--- src/logic/yolo_cfg_pkg.sv ---
package yolo_cfg_pkg;

   // widths
   localparam int io_addr_w  = 32;
   localparam int mem_addr_w = 10;
   localparam int period_w   = 10;
   localparam int cfg_addr_w = 5;

   localparam int n_stages = 4;

   // run pulses between a register write and its shadow copy
   localparam int shadow_depth = 2;

   // register map
   localparam logic [cfg_addr_w-1:0] cfg_ext_base    = 5'd0;
   localparam logic [cfg_addr_w-1:0] cfg_ext_offset  = 5'd1;
   localparam logic [cfg_addr_w-1:0] cfg_ext_iter    = 5'd2;
   localparam logic [cfg_addr_w-1:0] cfg_int_addr    = 5'd3;
   localparam logic [cfg_addr_w-1:0] cfg_wr_start    = 5'd4;
   localparam logic [cfg_addr_w-1:0] cfg_wr_iter     = 5'd5;
   localparam logic [cfg_addr_w-1:0] cfg_wr_per      = 5'd6;
   localparam logic [cfg_addr_w-1:0] cfg_wr_duty     = 5'd7;
   localparam logic [cfg_addr_w-1:0] cfg_wr_shift    = 5'd8;
   localparam logic [cfg_addr_w-1:0] cfg_wr_incr     = 5'd9;
   localparam logic [cfg_addr_w-1:0] cfg_wr_delay    = 5'd10;
   localparam logic [cfg_addr_w-1:0] cfg_acc_iter    = 5'd11;
   localparam logic [cfg_addr_w-1:0] cfg_acc_per     = 5'd12;
   localparam logic [cfg_addr_w-1:0] cfg_acc_maxpool = 5'd13;
   localparam logic [cfg_addr_w-1:0] cfg_acc_bypass  = 5'd14;

endpackage
--- src/logic/yolo_types_pkg.sv ---
package yolo_types_pkg;

   import yolo_cfg_pkg::*;

   // external transfer set
   typedef struct packed {
      logic [io_addr_w-1:0]   base;
      logic [io_addr_w/2-1:0] offset;
      logic [mem_addr_w-1:0]  ext_iter;
   } ext_cfg_t;

   // internal write sequence
   typedef struct packed {
      logic [mem_addr_w-1:0] start;
      logic [mem_addr_w-1:0] iter;
      logic [mem_addr_w-1:0] shift;
      logic [mem_addr_w-1:0] incr;
      logic [period_w-1:0]   per;
      logic [period_w-1:0]   duty;
      logic [period_w-1:0]   delay;
   } wr_cfg_t;

   // accumulate and result load
   typedef struct packed {
      logic [mem_addr_w-1:0] iter;
      logic [period_w-1:0]   per;
      logic                  maxpool;
      logic                  bypass;
   } acc_cfg_t;

endpackage

--- src/logic/shadow_if.sv ---
`timescale 1ns/100ps

interface shadow_if;

   import yolo_cfg_pkg::*;
   import yolo_types_pkg::*;

   ext_cfg_t              ext_cfg;
   wr_cfg_t               wr_cfg;
   acc_cfg_t              acc_cfg;
   logic [mem_addr_w-1:0] int_addr;
   // one cycle after run
   logic                  start;

   modport src (
      output ext_cfg,
      output wr_cfg,
      output acc_cfg,
      output int_addr,
      output start
   );

   modport ext_sink (input ext_cfg);

   modport seq_sink (input wr_cfg, input acc_cfg, input start);

endinterface

--- src/logic/yolo_write_ctrl.sv ---
`timescale 1ns/100ps

module yolo_write_ctrl (
   input  logic                                clk,
   input  logic                                rst,
   input  logic                                valid,
   input  logic                                wstrb,
   input  logic [yolo_cfg_pkg::cfg_addr_w-1:0] addr,
   input  logic [yolo_cfg_pkg::io_addr_w-1:0]  wdata,
   input  logic                                clear,
   input  logic                                run,
   output logic [yolo_cfg_pkg::n_stages-1:0][yolo_cfg_pkg::io_addr_w-1:0] stage_ext_addr,
   output logic [yolo_cfg_pkg::mem_addr_w-1:0] int_addr,
   output logic [yolo_cfg_pkg::mem_addr_w-1:0] wr_addr,
   output logic                                wr_en,
   output logic                                ld_acc,
   output logic                                ld_mp,
   output logic                                ld_res,
   output logic                                done
);

   import yolo_cfg_pkg::*;
   import yolo_types_pkg::*;

   ext_cfg_t              reg_ext_cfg;
   logic [mem_addr_w-1:0] reg_int_addr;
   wr_cfg_t               reg_wr_cfg;
   acc_cfg_t              reg_acc_cfg;
   logic                  wr_done;
   logic                  acc_done;

   shadow_if sh ();

   cfg_regs u_regs (
      .clk      (clk),
      .rst      (rst),
      .clear    (clear),
      .valid    (valid),
      .wstrb    (wstrb),
      .addr     (addr),
      .wdata    (wdata),
      .ext_cfg  (reg_ext_cfg),
      .int_addr (reg_int_addr),
      .wr_cfg   (reg_wr_cfg),
      .acc_cfg  (reg_acc_cfg)
   );

   cfg_shadow u_shadow (
      .clk      (clk),
      .rst      (rst),
      .run      (run),
      .ext_cfg  (reg_ext_cfg),
      .int_addr (reg_int_addr),
      .wr_cfg   (reg_wr_cfg),
      .acc_cfg  (reg_acc_cfg),
      .sh       (sh.src)
   );

   ext_addr_calc u_ext_addr (
      .clk            (clk),
      .rst            (rst),
      .sh             (sh.ext_sink),
      .stage_ext_addr (stage_ext_addr)
   );

   wr_addrgen u_wr_addrgen (
      .clk  (clk),
      .rst  (rst),
      .sh   (sh.seq_sink),
      .addr (wr_addr),
      .en   (wr_en),
      .done (wr_done)
   );

   acc_sequencer u_acc_seq (
      .clk    (clk),
      .rst    (rst),
      .sh     (sh.seq_sink),
      .ld_acc (ld_acc),
      .ld_mp  (ld_mp),
      .ld_res (ld_res),
      .done   (acc_done)
   );

   assign int_addr = sh.int_addr;
   assign done     = wr_done & acc_done;

endmodule

--- src/logic/acc_sequencer.sv ---
`timescale 1ns/100ps

module acc_sequencer (
   input  logic       clk,
   input  logic       rst,
   shadow_if.seq_sink sh,
   output logic       ld_acc,
   output logic       ld_mp,
   output logic       ld_res,
   output logic       done
);

   import yolo_cfg_pkg::*;

   logic                  walking;
   logic [period_w-1:0]   p;
   logic [mem_addr_w-1:0] it;
   logic                  ld_acc_r;
   logic                  ld_res_r;
   logic [1:0]            mp_cnt;
   logic                  last_p;
   logic                  last_it;
   logic                  busy;

   assign last_p  = ({1'b0, p} + 1'b1) >= {1'b0, sh.acc_cfg.per};
   assign last_it = ({1'b0, it} + 1'b1) >= {1'b0, sh.acc_cfg.iter};

   always_ff @(posedge clk or posedge rst) begin
      if (rst) begin
         walking  <= 1'b0;
         p        <= '0;
         it       <= '0;
         ld_acc_r <= 1'b0;
         ld_res_r <= 1'b0;
         mp_cnt   <= '0;
      end else if (sh.start) begin
         walking  <= (sh.acc_cfg.iter != '0);
         p        <= '0;
         it       <= '0;
         ld_acc_r <= 1'b0;
         ld_res_r <= 1'b0;
         // two results to go before the first pool
         mp_cnt   <= 2'd2;
      end else begin
         ld_acc_r <= walking && (p == '0);
         ld_res_r <= ld_acc_r;
         if (ld_res) begin
            mp_cnt <= mp_cnt + 1'b1;
         end
         if (walking) begin
            if (!last_p) begin
               p <= p + 1'b1;
            end else begin
               p <= '0;
               if (last_it) begin
                  walking <= 1'b0;
               end else begin
                  it <= it + 1'b1;
               end
            end
         end
      end
   end

   // pipeline tail still counts as busy
   assign busy   = walking | ld_acc_r | ld_res_r;
   assign ld_acc = ld_acc_r;
   assign ld_res = ld_res_r | (sh.acc_cfg.bypass & busy);
   assign ld_mp  = sh.acc_cfg.maxpool & (mp_cnt != 2'd0) & busy;
   assign done   = ~busy;

endmodule

--- src/logic/wr_addrgen.sv ---
`timescale 1ns/100ps

module wr_addrgen (
   input  logic                                clk,
   input  logic                                rst,
   shadow_if.seq_sink                          sh,
   output logic [yolo_cfg_pkg::mem_addr_w-1:0] addr,
   output logic                                en,
   output logic                                done
);

   import yolo_cfg_pkg::*;

   typedef enum logic [1:0] {st_idle, st_delay, st_walk} state_t;

   state_t                state;
   logic [period_w-1:0]   dly_cnt;
   logic [period_w-1:0]   p;
   logic [mem_addr_w-1:0] it;
   logic [mem_addr_w-1:0] line;
   logic                  last_p;
   logic                  last_it;

   // zero period acts as one
   assign last_p  = ({1'b0, p} + 1'b1) >= {1'b0, sh.wr_cfg.per};
   assign last_it = ({1'b0, it} + 1'b1) >= {1'b0, sh.wr_cfg.iter};

   always_ff @(posedge clk or posedge rst) begin
      if (rst) begin
         state   <= st_idle;
         dly_cnt <= '0;
         p       <= '0;
         it      <= '0;
         line    <= '0;
         addr    <= '0;
      end else if (sh.start) begin
         dly_cnt <= sh.wr_cfg.delay;
         p       <= '0;
         it      <= '0;
         line    <= sh.wr_cfg.start;
         addr    <= sh.wr_cfg.start;
         if (sh.wr_cfg.iter == '0) begin
            state <= st_idle;
         end else if (sh.wr_cfg.delay == '0) begin
            state <= st_walk;
         end else begin
            state <= st_delay;
         end
      end else begin
         case (state)
            st_delay: begin
               dly_cnt <= dly_cnt - 1'b1;
               if (dly_cnt == period_w'(1)) begin
                  state <= st_walk;
               end
            end
            st_walk: begin
               if (!last_p) begin
                  p    <= p + 1'b1;
                  addr <= addr + sh.wr_cfg.incr;
               end else begin
                  p <= '0;
                  if (last_it) begin
                     state <= st_idle;
                  end else begin
                     // next line
                     it   <= it + 1'b1;
                     line <= line + sh.wr_cfg.shift;
                     addr <= line + sh.wr_cfg.shift;
                  end
               end
            end
            default: ;
         endcase
      end
   end

   assign en   = (state == st_walk) && (p < sh.wr_cfg.duty);
   assign done = (state == st_idle);

endmodule

--- src/logic/ext_addr_calc.sv ---
`timescale 1ns/100ps

module ext_addr_calc (
   input  logic clk,
   input  logic rst,
   shadow_if.ext_sink sh,
   output logic [yolo_cfg_pkg::n_stages-1:0][yolo_cfg_pkg::io_addr_w-1:0] stage_ext_addr
);

   import yolo_cfg_pkg::*;

   logic [io_addr_w-1:0]               base_r;
   logic [n_stages-1:0][io_addr_w-1:0] prod;

   // multiply, then add the base one cycle later
   always_ff @(posedge clk or posedge rst) begin
      if (rst) begin
         base_r         <= '0;
         prod           <= '0;
         stage_ext_addr <= '0;
      end else begin
         base_r <= sh.ext_cfg.base;
         for (int i = 0; i < n_stages; i++) begin
            prod[i]           <= io_addr_w'(sh.ext_cfg.offset) * io_addr_w'(i);
            stage_ext_addr[i] <= base_r + prod[i];
         end
      end
   end

endmodule

--- src/logic/cfg_shadow.sv ---
`timescale 1ns/100ps

module cfg_shadow (
   input  logic                                clk,
   input  logic                                rst,
   input  logic                                run,
   input  yolo_types_pkg::ext_cfg_t            ext_cfg,
   input  logic [yolo_cfg_pkg::mem_addr_w-1:0] int_addr,
   input  yolo_types_pkg::wr_cfg_t             wr_cfg,
   input  yolo_types_pkg::acc_cfg_t            acc_cfg,
   shadow_if.src                               sh
);

   import yolo_cfg_pkg::*;
   import yolo_types_pkg::*;

   logic [mem_addr_w-1:0] int_pipe [shadow_depth];
   logic                  start_r;

   cfg_shadow_pipe #(.payload_t(ext_cfg_t)) u_ext_pipe (
      .clk  (clk),
      .rst  (rst),
      .step (run),
      .d    (ext_cfg),
      .q    (sh.ext_cfg)
   );

   cfg_shadow_pipe #(.payload_t(wr_cfg_t)) u_wr_pipe (
      .clk  (clk),
      .rst  (rst),
      .step (run),
      .d    (wr_cfg),
      .q    (sh.wr_cfg)
   );

   cfg_shadow_pipe #(.payload_t(acc_cfg_t)) u_acc_pipe (
      .clk  (clk),
      .rst  (rst),
      .step (run),
      .d    (acc_cfg),
      .q    (sh.acc_cfg)
   );

   always_ff @(posedge clk or posedge rst) begin
      if (rst) begin
         for (int i = 0; i < shadow_depth; i++) begin
            int_pipe[i] <= '0;
         end
         start_r <= 1'b0;
      end else begin
         start_r <= run;
         if (run) begin
            // swap buffer halves whenever the external side moves data
            int_pipe[0] <= {int_pipe[0][mem_addr_w-1] ^ (|ext_cfg.ext_iter),
                            int_addr[mem_addr_w-2:0]};
            for (int i = 1; i < shadow_depth; i++) begin
               int_pipe[i] <= int_pipe[i-1];
            end
         end
      end
   end

   assign sh.int_addr = int_pipe[shadow_depth-1];
   assign sh.start    = start_r;

endmodule

--- src/logic/cfg_shadow_pipe.sv ---
`timescale 1ns/100ps

module cfg_shadow_pipe #(
   parameter type payload_t = logic
) (
   input  logic     clk,
   input  logic     rst,
   input  logic     step,
   input  payload_t d,
   output payload_t q
);

   import yolo_cfg_pkg::*;

   payload_t stage [shadow_depth];

   // moves only on run
   always_ff @(posedge clk or posedge rst) begin
      if (rst) begin
         for (int i = 0; i < shadow_depth; i++) begin
            stage[i] <= '0;
         end
      end else if (step) begin
         stage[0] <= d;
         for (int i = 1; i < shadow_depth; i++) begin
            stage[i] <= stage[i-1];
         end
      end
   end

   assign q = stage[shadow_depth-1];

endmodule

--- src/logic/cfg_regs.sv ---
`timescale 1ns/100ps

module cfg_regs (
   input  logic                                clk,
   input  logic                                rst,
   input  logic                                clear,
   input  logic                                valid,
   input  logic                                wstrb,
   input  logic [yolo_cfg_pkg::cfg_addr_w-1:0] addr,
   input  logic [yolo_cfg_pkg::io_addr_w-1:0]  wdata,
   output yolo_types_pkg::ext_cfg_t            ext_cfg,
   output logic [yolo_cfg_pkg::mem_addr_w-1:0] int_addr,
   output yolo_types_pkg::wr_cfg_t             wr_cfg,
   output yolo_types_pkg::acc_cfg_t            acc_cfg
);

   import yolo_cfg_pkg::*;

   logic wr;

   // write needs valid and wstrb in the same cycle
   assign wr = valid & wstrb;

   always_ff @(posedge clk or posedge rst) begin
      if (rst) begin
         ext_cfg  <= '0;
         int_addr <= '0;
         wr_cfg   <= '0;
         acc_cfg  <= '0;
      end else if (clear) begin
         ext_cfg  <= '0;
         int_addr <= '0;
         wr_cfg   <= '0;
         acc_cfg  <= '0;
      end else if (wr) begin
         case (addr)
            cfg_ext_base:
               ext_cfg.base <= wdata;
            cfg_ext_offset:
               ext_cfg.offset <= wdata[io_addr_w/2-1:0];
            cfg_ext_iter:
               ext_cfg.ext_iter <= wdata[mem_addr_w-1:0];
            cfg_int_addr:
               int_addr <= wdata[mem_addr_w-1:0];
            cfg_wr_start:
               wr_cfg.start <= wdata[mem_addr_w-1:0];
            cfg_wr_iter:
               wr_cfg.iter <= wdata[mem_addr_w-1:0];
            cfg_wr_per:
               wr_cfg.per <= wdata[period_w-1:0];
            cfg_wr_duty:
               wr_cfg.duty <= wdata[period_w-1:0];
            cfg_wr_shift:
               wr_cfg.shift <= wdata[mem_addr_w-1:0];
            cfg_wr_incr:
               wr_cfg.incr <= wdata[mem_addr_w-1:0];
            cfg_wr_delay:
               wr_cfg.delay <= wdata[period_w-1:0];
            cfg_acc_iter:
               acc_cfg.iter <= wdata[mem_addr_w-1:0];
            cfg_acc_per:
               acc_cfg.per <= wdata[period_w-1:0];
            cfg_acc_maxpool:
               acc_cfg.maxpool <= wdata[0];
            cfg_acc_bypass:
               acc_cfg.bypass <= wdata[0];
            default: ;
         endcase
      end
   end

endmodule

--- config.mk ---
export PLATFORM = sky130hd
export DESIGN_NAME = yolo_write_ctrl
export DESIGN_NICKNAME = d
export VERILOG_FILES = /design/src/logic/yolo_cfg_pkg.sv /design/src/logic/yolo_types_pkg.sv /design/src/logic/shadow_if.sv /design/src/logic/yolo_write_ctrl.sv /design/src/logic/acc_sequencer.sv /design/src/logic/wr_addrgen.sv /design/src/logic/ext_addr_calc.sv /design/src/logic/cfg_shadow.sv /design/src/logic/cfg_shadow_pipe.sv /design/src/logic/cfg_regs.sv
export SDC_FILE = /design/constraint.sdc
export NUM_CORES = 1
export LEC_CHECK = 0
export ABC_AREA = 1
export CAP_MARGIN = 15
export CORE_MARGIN = 10
export CORE_UTILIZATION = 40
export DETAILED_ROUTE_END_ITERATION = 6
export DONT_BUFFER_PORTS = 1
export SLEW_MARGIN = 20
export SYNTH_ARGS = -nofsm -noshare
export SYNTH_HDL_FRONTEND = slang
export SYNTH_SLANG_ARGS = --single-unit
--- constraint.sdc ---
create_clock -name clk -period 26.1 [get_ports clk]
set_input_delay 2.61 -clock clk [delete_from_list [all_inputs] [get_ports clk]]
set_output_delay 2.61 -clock clk [all_outputs]
set_load 0.01 [all_outputs]
# Word level (Yosys, flattened, before mapping)

Index checks and enable logic that the tools add are counted.

Bits of input ports: 43
Word-level logic and storage cells: 230
Register bits after elaboration: 731
Output and inout bits: 153

Eq/ne operators: 23
Bitwise operators: 10
Mux-type cells: 61
Multipliers: 1
Reductions and logical operators: 52
$lt $le $gt $ge: 5
Add/sub/neg operators: 15

Operator list:

| operator                                              | count |
|---|---|
| 2-to-1 mux 10 bit                                     | 33 |
| 2-to-1 mux 70 bit                                     | 2 |
| 2-to-1 mux 58 bit                                     | 2 |
| nonzero test 2 bit                                    | 23 |
| adder 10 x 1 -> 11 bit (second input constant)        | 4 |
| greater-or-equal comparator 11 x 10 -> 1 bit          | 4 |
| 2-to-1 mux 22 bit                                     | 2 |
| adder 10 x 1 -> 10 bit (second input constant)        | 4 |
| equality test 5 x 4 -> 1 bit (second input constant)  | 7 |
| adder 32 x 16 -> 32 bit                               | 1 |
| adder 32 x 17 -> 32 bit                               | 1 |
| adder 32 x 18 -> 32 bit                               | 1 |
| 2-to-1 mux 32 bit                                     | 1 |
| AND reduction 2 bit                                   | 16 |
| zero test 10 bit                                      | 3 |
| 2-to-1 mux 9 bit                                      | 3 |
| adder 10 bit                                          | 2 |
| equality test 5 x 3 -> 1 bit (second input constant)  | 4 |
| multiplier 16 x 2 -> 18 bit (second input constant)   | 1 |
| 2-to-1 mux 16 bit                                     | 1 |
| 2-to-1 mux 2 bit                                      | 8 |
| equality test 10 x 1 -> 1 bit (second input constant) | 1 |
| equality test 5 x 2 -> 1 bit (second input constant)  | 2 |
| less-than comparator 10 bit                           | 1 |
| other kinds (22)                                      | 40 |

# Depth between registers and ports, before layout

Word-level depth: 6
Gate-level depth with buffers: 20
Gate-level depth less buffers: 20

# Modules after synthesis

A second synthesis with hierarchy kept.

Cells, all modules: 4,601
Area total of the unflattened synthesis: 37,460.9 µm²

By module, submodules not included:

| module                                 | area an instance (µm²) | cells each | times used | seq. area each (µm²) |
|---|---|---|---|---|
| ext_addr_calc                          | 10,277.4               | 1,322      | 1          | 4,779.6 |
| cfg_regs                               | 6,836.6                | 781        | 1          | 4,003.8 |
| cfg_shadow_pipe at u_shadow.u_wr_pipe  | 5,850.6                | 663        | 1          | 3,503.4 |
| cfg_shadow_pipe at u_shadow.u_ext_pipe | 4,822.1                | 549        | 1          | 2,902.8 |
| wr_addrgen                             | 4,752.1                | 686        | 1          | 1,301.2 |
| acc_sequencer                          | 2,090.8                | 283        | 1          | 625.6 |
| cfg_shadow_pipe at u_shadow.u_acc_pipe | 1,900.6                | 209        | 1          | 1,101.1 |
| cfg_shadow                             | 923.4                  | 106        | 1          | 525.5 |
| yolo_write_ctrl                        | 7.5                    | 2          | 1          | 0.0 |

# Worst setup path after synthesis

OpenSTA, ideal clock, no wires.

Kind: input to register
Start: input run
End: register u_shadow.u_ext_pipe.stage[69] (netlist name)
Stages: 5
Required time: 25.975 ns
Slack: 22.263 ns
Library setup time: 0.125 ns
Path buffers: 4
Data arrival time: 3.712 ns
Cells stage by stage: buf_2 -> buf_2 -> buf_2 -> clkbuf_1 -> mux2_2

RTL lines:

| item                            | line                  | RTL |
|---|---|---|
| from (decl)                     | yolo_write_ctrl.sv:11 | `input logic run,` |
| to (signal, indexed assignment) | cfg_shadow_pipe.sv:26 | `stage[i] <= stage[i-1];` |
| to (decl)                       | cfg_shadow_pipe.sv:15 | `payload_t stage [shadow_depth];` |

No word-level cell between the ends.

==> run_results.csv <==
group,metric,value,unit
status,status,"finished, final reports clean",
placement,portBuffers,0,
cts,tritoncts,"done",
power_and_ir_drop,leakage,17.7,nW
synth,syn-cell-area,32900,um^2
timing,timing.final.crit_period,4790,ps
setup_path,crit_path_frequent_cell,"buf_4",
synth,postSynthAreaPerCell,9.16,um^2
finish,area_delta_synth_final,10.9,%
synth,async_flop_share,100,%
detailed_routing,postRouteWirelength,82700,um
finish,n_fill_cell,7880,
detailed_routing,num_vias,23600,
worst_hold_path,hp-class,"flop to flop",
die,io_pins,196,
setup_path,path_cells,"inv_8 -> buf_4 -> buf_4 -> buf_4",
timing,setup_viol,0,
cts,clkSinkCount,728,
synth,synth_top_area_share,55.4,%
placement,place_inst,4540,
grt,antenna_found_initial,16,
grt,grt-ovfl-total,0,
cts,cts_root_buf,"clkbuf_16",
timing,hold_violations,0,
synth,synth_fp_nets,3779,
cts,htree_levels,3,
timing,maxSlewViolCount,0,
power_and_ir_drop,seq_power_share,45.3,%
cts,ctsHoldBuffers,0,
synth,synth-seq-cells,728,
detailed_routing,vias_per_cell,5.02,
die,num_rows,105,
timing,fmax,209,MHz
setup_path,arrival,5440,ps
finish,layout_commonest_cell,"nand2_1",
synth,synth_edf_count,0,
setup_path,critPathKind,"primary input to asynchronous set/reset pin",
detailed_routing,drt-pass1-iter-count,5,
power_and_ir_drop,clkPwrFrac,35.7,%
power_and_ir_drop,irDropWorstVdd,0.0000571,V
detailed_routing,wl_per_cell,17.6,um
cts,post-cts-setup-buffer-count,0,
timing,rsz0062_at_grt,"false",
setup_path,slowest_delay,770,ps
timing,finClkSkew,18.3,ps
synth,synth.distinct_cells,47,
power_and_ir_drop,swShare,31.2,%
setup_path,cp_max_fo,105,
synth,synth_cells,3589,
power_and_ir_drop,power_frac_comb,19.0,%
synth,synthTopCellsByArea,"dfrtp_1 55%, nand2_1 9.5%, o21ai_0 5.6%, ha_1 5.4%, inv_1 4.5%",
grt,grt_pass1_wl,130000,um
power_and_ir_drop,p_per_area,87.1,nW/um^2
detailed_routing,ant_nets,0,
placement,post-dp-hpwl,58900,um
finish,layout_common_cells,"828 x nand2_1, 728 x dfrtp_1, 396 x inv_1, 370 x o21ai_0, 267 x nor2_1",
power_and_ir_drop,p_switching,0.000990,W
flow_run,drv_cap,0,
finish,layout.cells.non_filler,4695,
die,dieWidth,307,um
detailed_routing,drt_iter0_drc,1560,
timing,worstMarginPinSlew,1430,ps
die,dieArea,94100,um^2
synth,ys_seq_area_share,55.4,%
setup_path,critPathSlowestCell,"buf_4",
detailed_routing,drc,0,
timing,fin_tns_setup,0,ps
setup_path,startpoint_type,"primary input",
timing,relSlewSlack,4.62,%
cts,clock_path_buffers,3,
synth,synth.largest_area_cell,"dfrtp_1",
cts,cts_made_buffers,79,
finish,layout.nets,3741,
grt,grt_pass1_vias,23200,
die,die_h,307,um
cts,cts_resized,0,
placement,place_congestion,0.925,
die,start_util,40.2,%
grt,grt_max_degree,550,
finish,layout-drive-gt1-share,6.20,%
setup_path,crit_required,26750,ps
setup_path,endpoint_kind,"asynchronous set/reset pin",
grt,grt_usage,17.5,%
synth,ys_warn_count,0,
cts,clk_pin_slew,60,ps
cts,clkLatencyLatePin,620,ps
synth,synth-main-ff-cell,"dfrtp_1",
power_and_ir_drop,power.internal,0.00219,W
timing,period_share,18.3,%
die,core,81800,um^2
## synth_stat cells, drive strengths merged, types with 10 or more instances
library cell    n
a21o           10
mux2           51
dfrtp         728
buf            57
inv           400
nand3         146
nor3           26
o22ai          15
nand3b         10
nor2          279
clkbuf         79
xnor2          24
nand4          36
nand2         834
xor2           98
o21ai         374
ha            141
nor4           18
a21oi         213
## kinds of logic after synthesis
group,synth area share (%)
simple gates,17.0
flops,55.4
compound gates,10.4
buf+inv,6.48
fa+ha+maj,5.73
xor+xnor,3.25
mux,1.75
## registers in the layout (all words and copies together) (netlist names), 22 cells and up
signal and count:
u_ext_addr.stage_ext_addr 126, u_regs.wr_cfg 70, u_shadow.u_wr_pipe.q 70, u_shadow.u_wr_pipe.stage 70, u_regs.ext_cfg 58, u_shadow.u_ext_pipe.q 48, u_shadow.u_ext_pipe.stage 48, u_ext_addr.prod 33
u_ext_addr.base_r 32, u_regs.acc_cfg 22, u_shadow.u_acc_pipe.q 22, u_shadow.u_acc_pipe.stage 22
## cell type report
class	count	area (um^2)	share of cell area (%)
inverter	401	1510	4.15
multi-input combinational	2324	12600	34.4
clock buffer	111	2330	6.40
antenna	15	37.5	0.103
sequential	728	18200	50.0
timing repair buffer	17	140	0.384
clock inverter	29	320	0.879
tap	1070	1340	3.67
## power groups by stage
stage	Combinational, W	Sequential, W	Clock (W)
after floorplan	0.000480	0.00140	0
after global placement	0.000594	0.00146	0
after detailed placement	0.000605	0.00146	0
after CTS	0.000608	0.00144	0.00116
after global routing	0.000695	0.00146	0.00121
final	0.000605	0.00144	0.00113
## final timing paths
| path | start | endpoint | slack [ps] | depth (start not counted) |
|---|---|---|---|---|
| min | u_shadow.u_ext_pipe.q[37]$_DFFE_PP0P_ | u_ext_addr.base_r[11]$_DFF_PP0_ | 370 | 0 |
| max reg2reg | u_wr_addrgen.p[2]$_DFFE_PP0P_ | u_wr_addrgen.p[4]$_DFFE_PP0P_ | 22540 | 15 |
| max in group clk | u_wr_addrgen.p[5]$_DFFE_PP0P_ | wr_en | 21460 | 6 |
| max | rst | u_regs.wr_cfg[25]$_DFFE_PP0P_ | 21310 | 4 |
| min reg2reg | u_shadow.u_ext_pipe.q[37]$_DFFE_PP0P_ | u_ext_addr.base_r[11]$_DFF_PP0_ | 370 | 0 |
| min in group asynchronous | rst | u_acc_seq.p[3]$_DFFE_PP0P_ | 1960 | 1 |
## routing by layer
layer	part of all wire, %	vias up	GRT usage (%)	wire [um]
met3	6.3	170	4.17	5220
li1	-	11600	-	-
met2	46	552	28.1	38400
met4	3.3	12	6.48	2760
met1	44	11300	22.7	36200
met5	0.17	-	0	138
## per-stage QoR
stage          setup slack [ps]  power (W)  utilization (%)  hold slack (ps)  area (um^2)
2_1_floorplan              3070    0.00189                -              350        32900
3_3_place_gp              20480    0.00205             41.3              357        33800
3_5_place_dp              20460    0.00207             41.3              359        33800
4_1_cts                   21120    0.00321             44.5              372        36400
5_1_grt                   20800    0.00336             44.5              378        36400
6_report                  21310    0.00318             44.5              370        36500
## critical path, delay by kind of cell
kind | cells | cell delay, ps
buf+inv | 4 | 2650
Power figures use the tool's default switching activity.
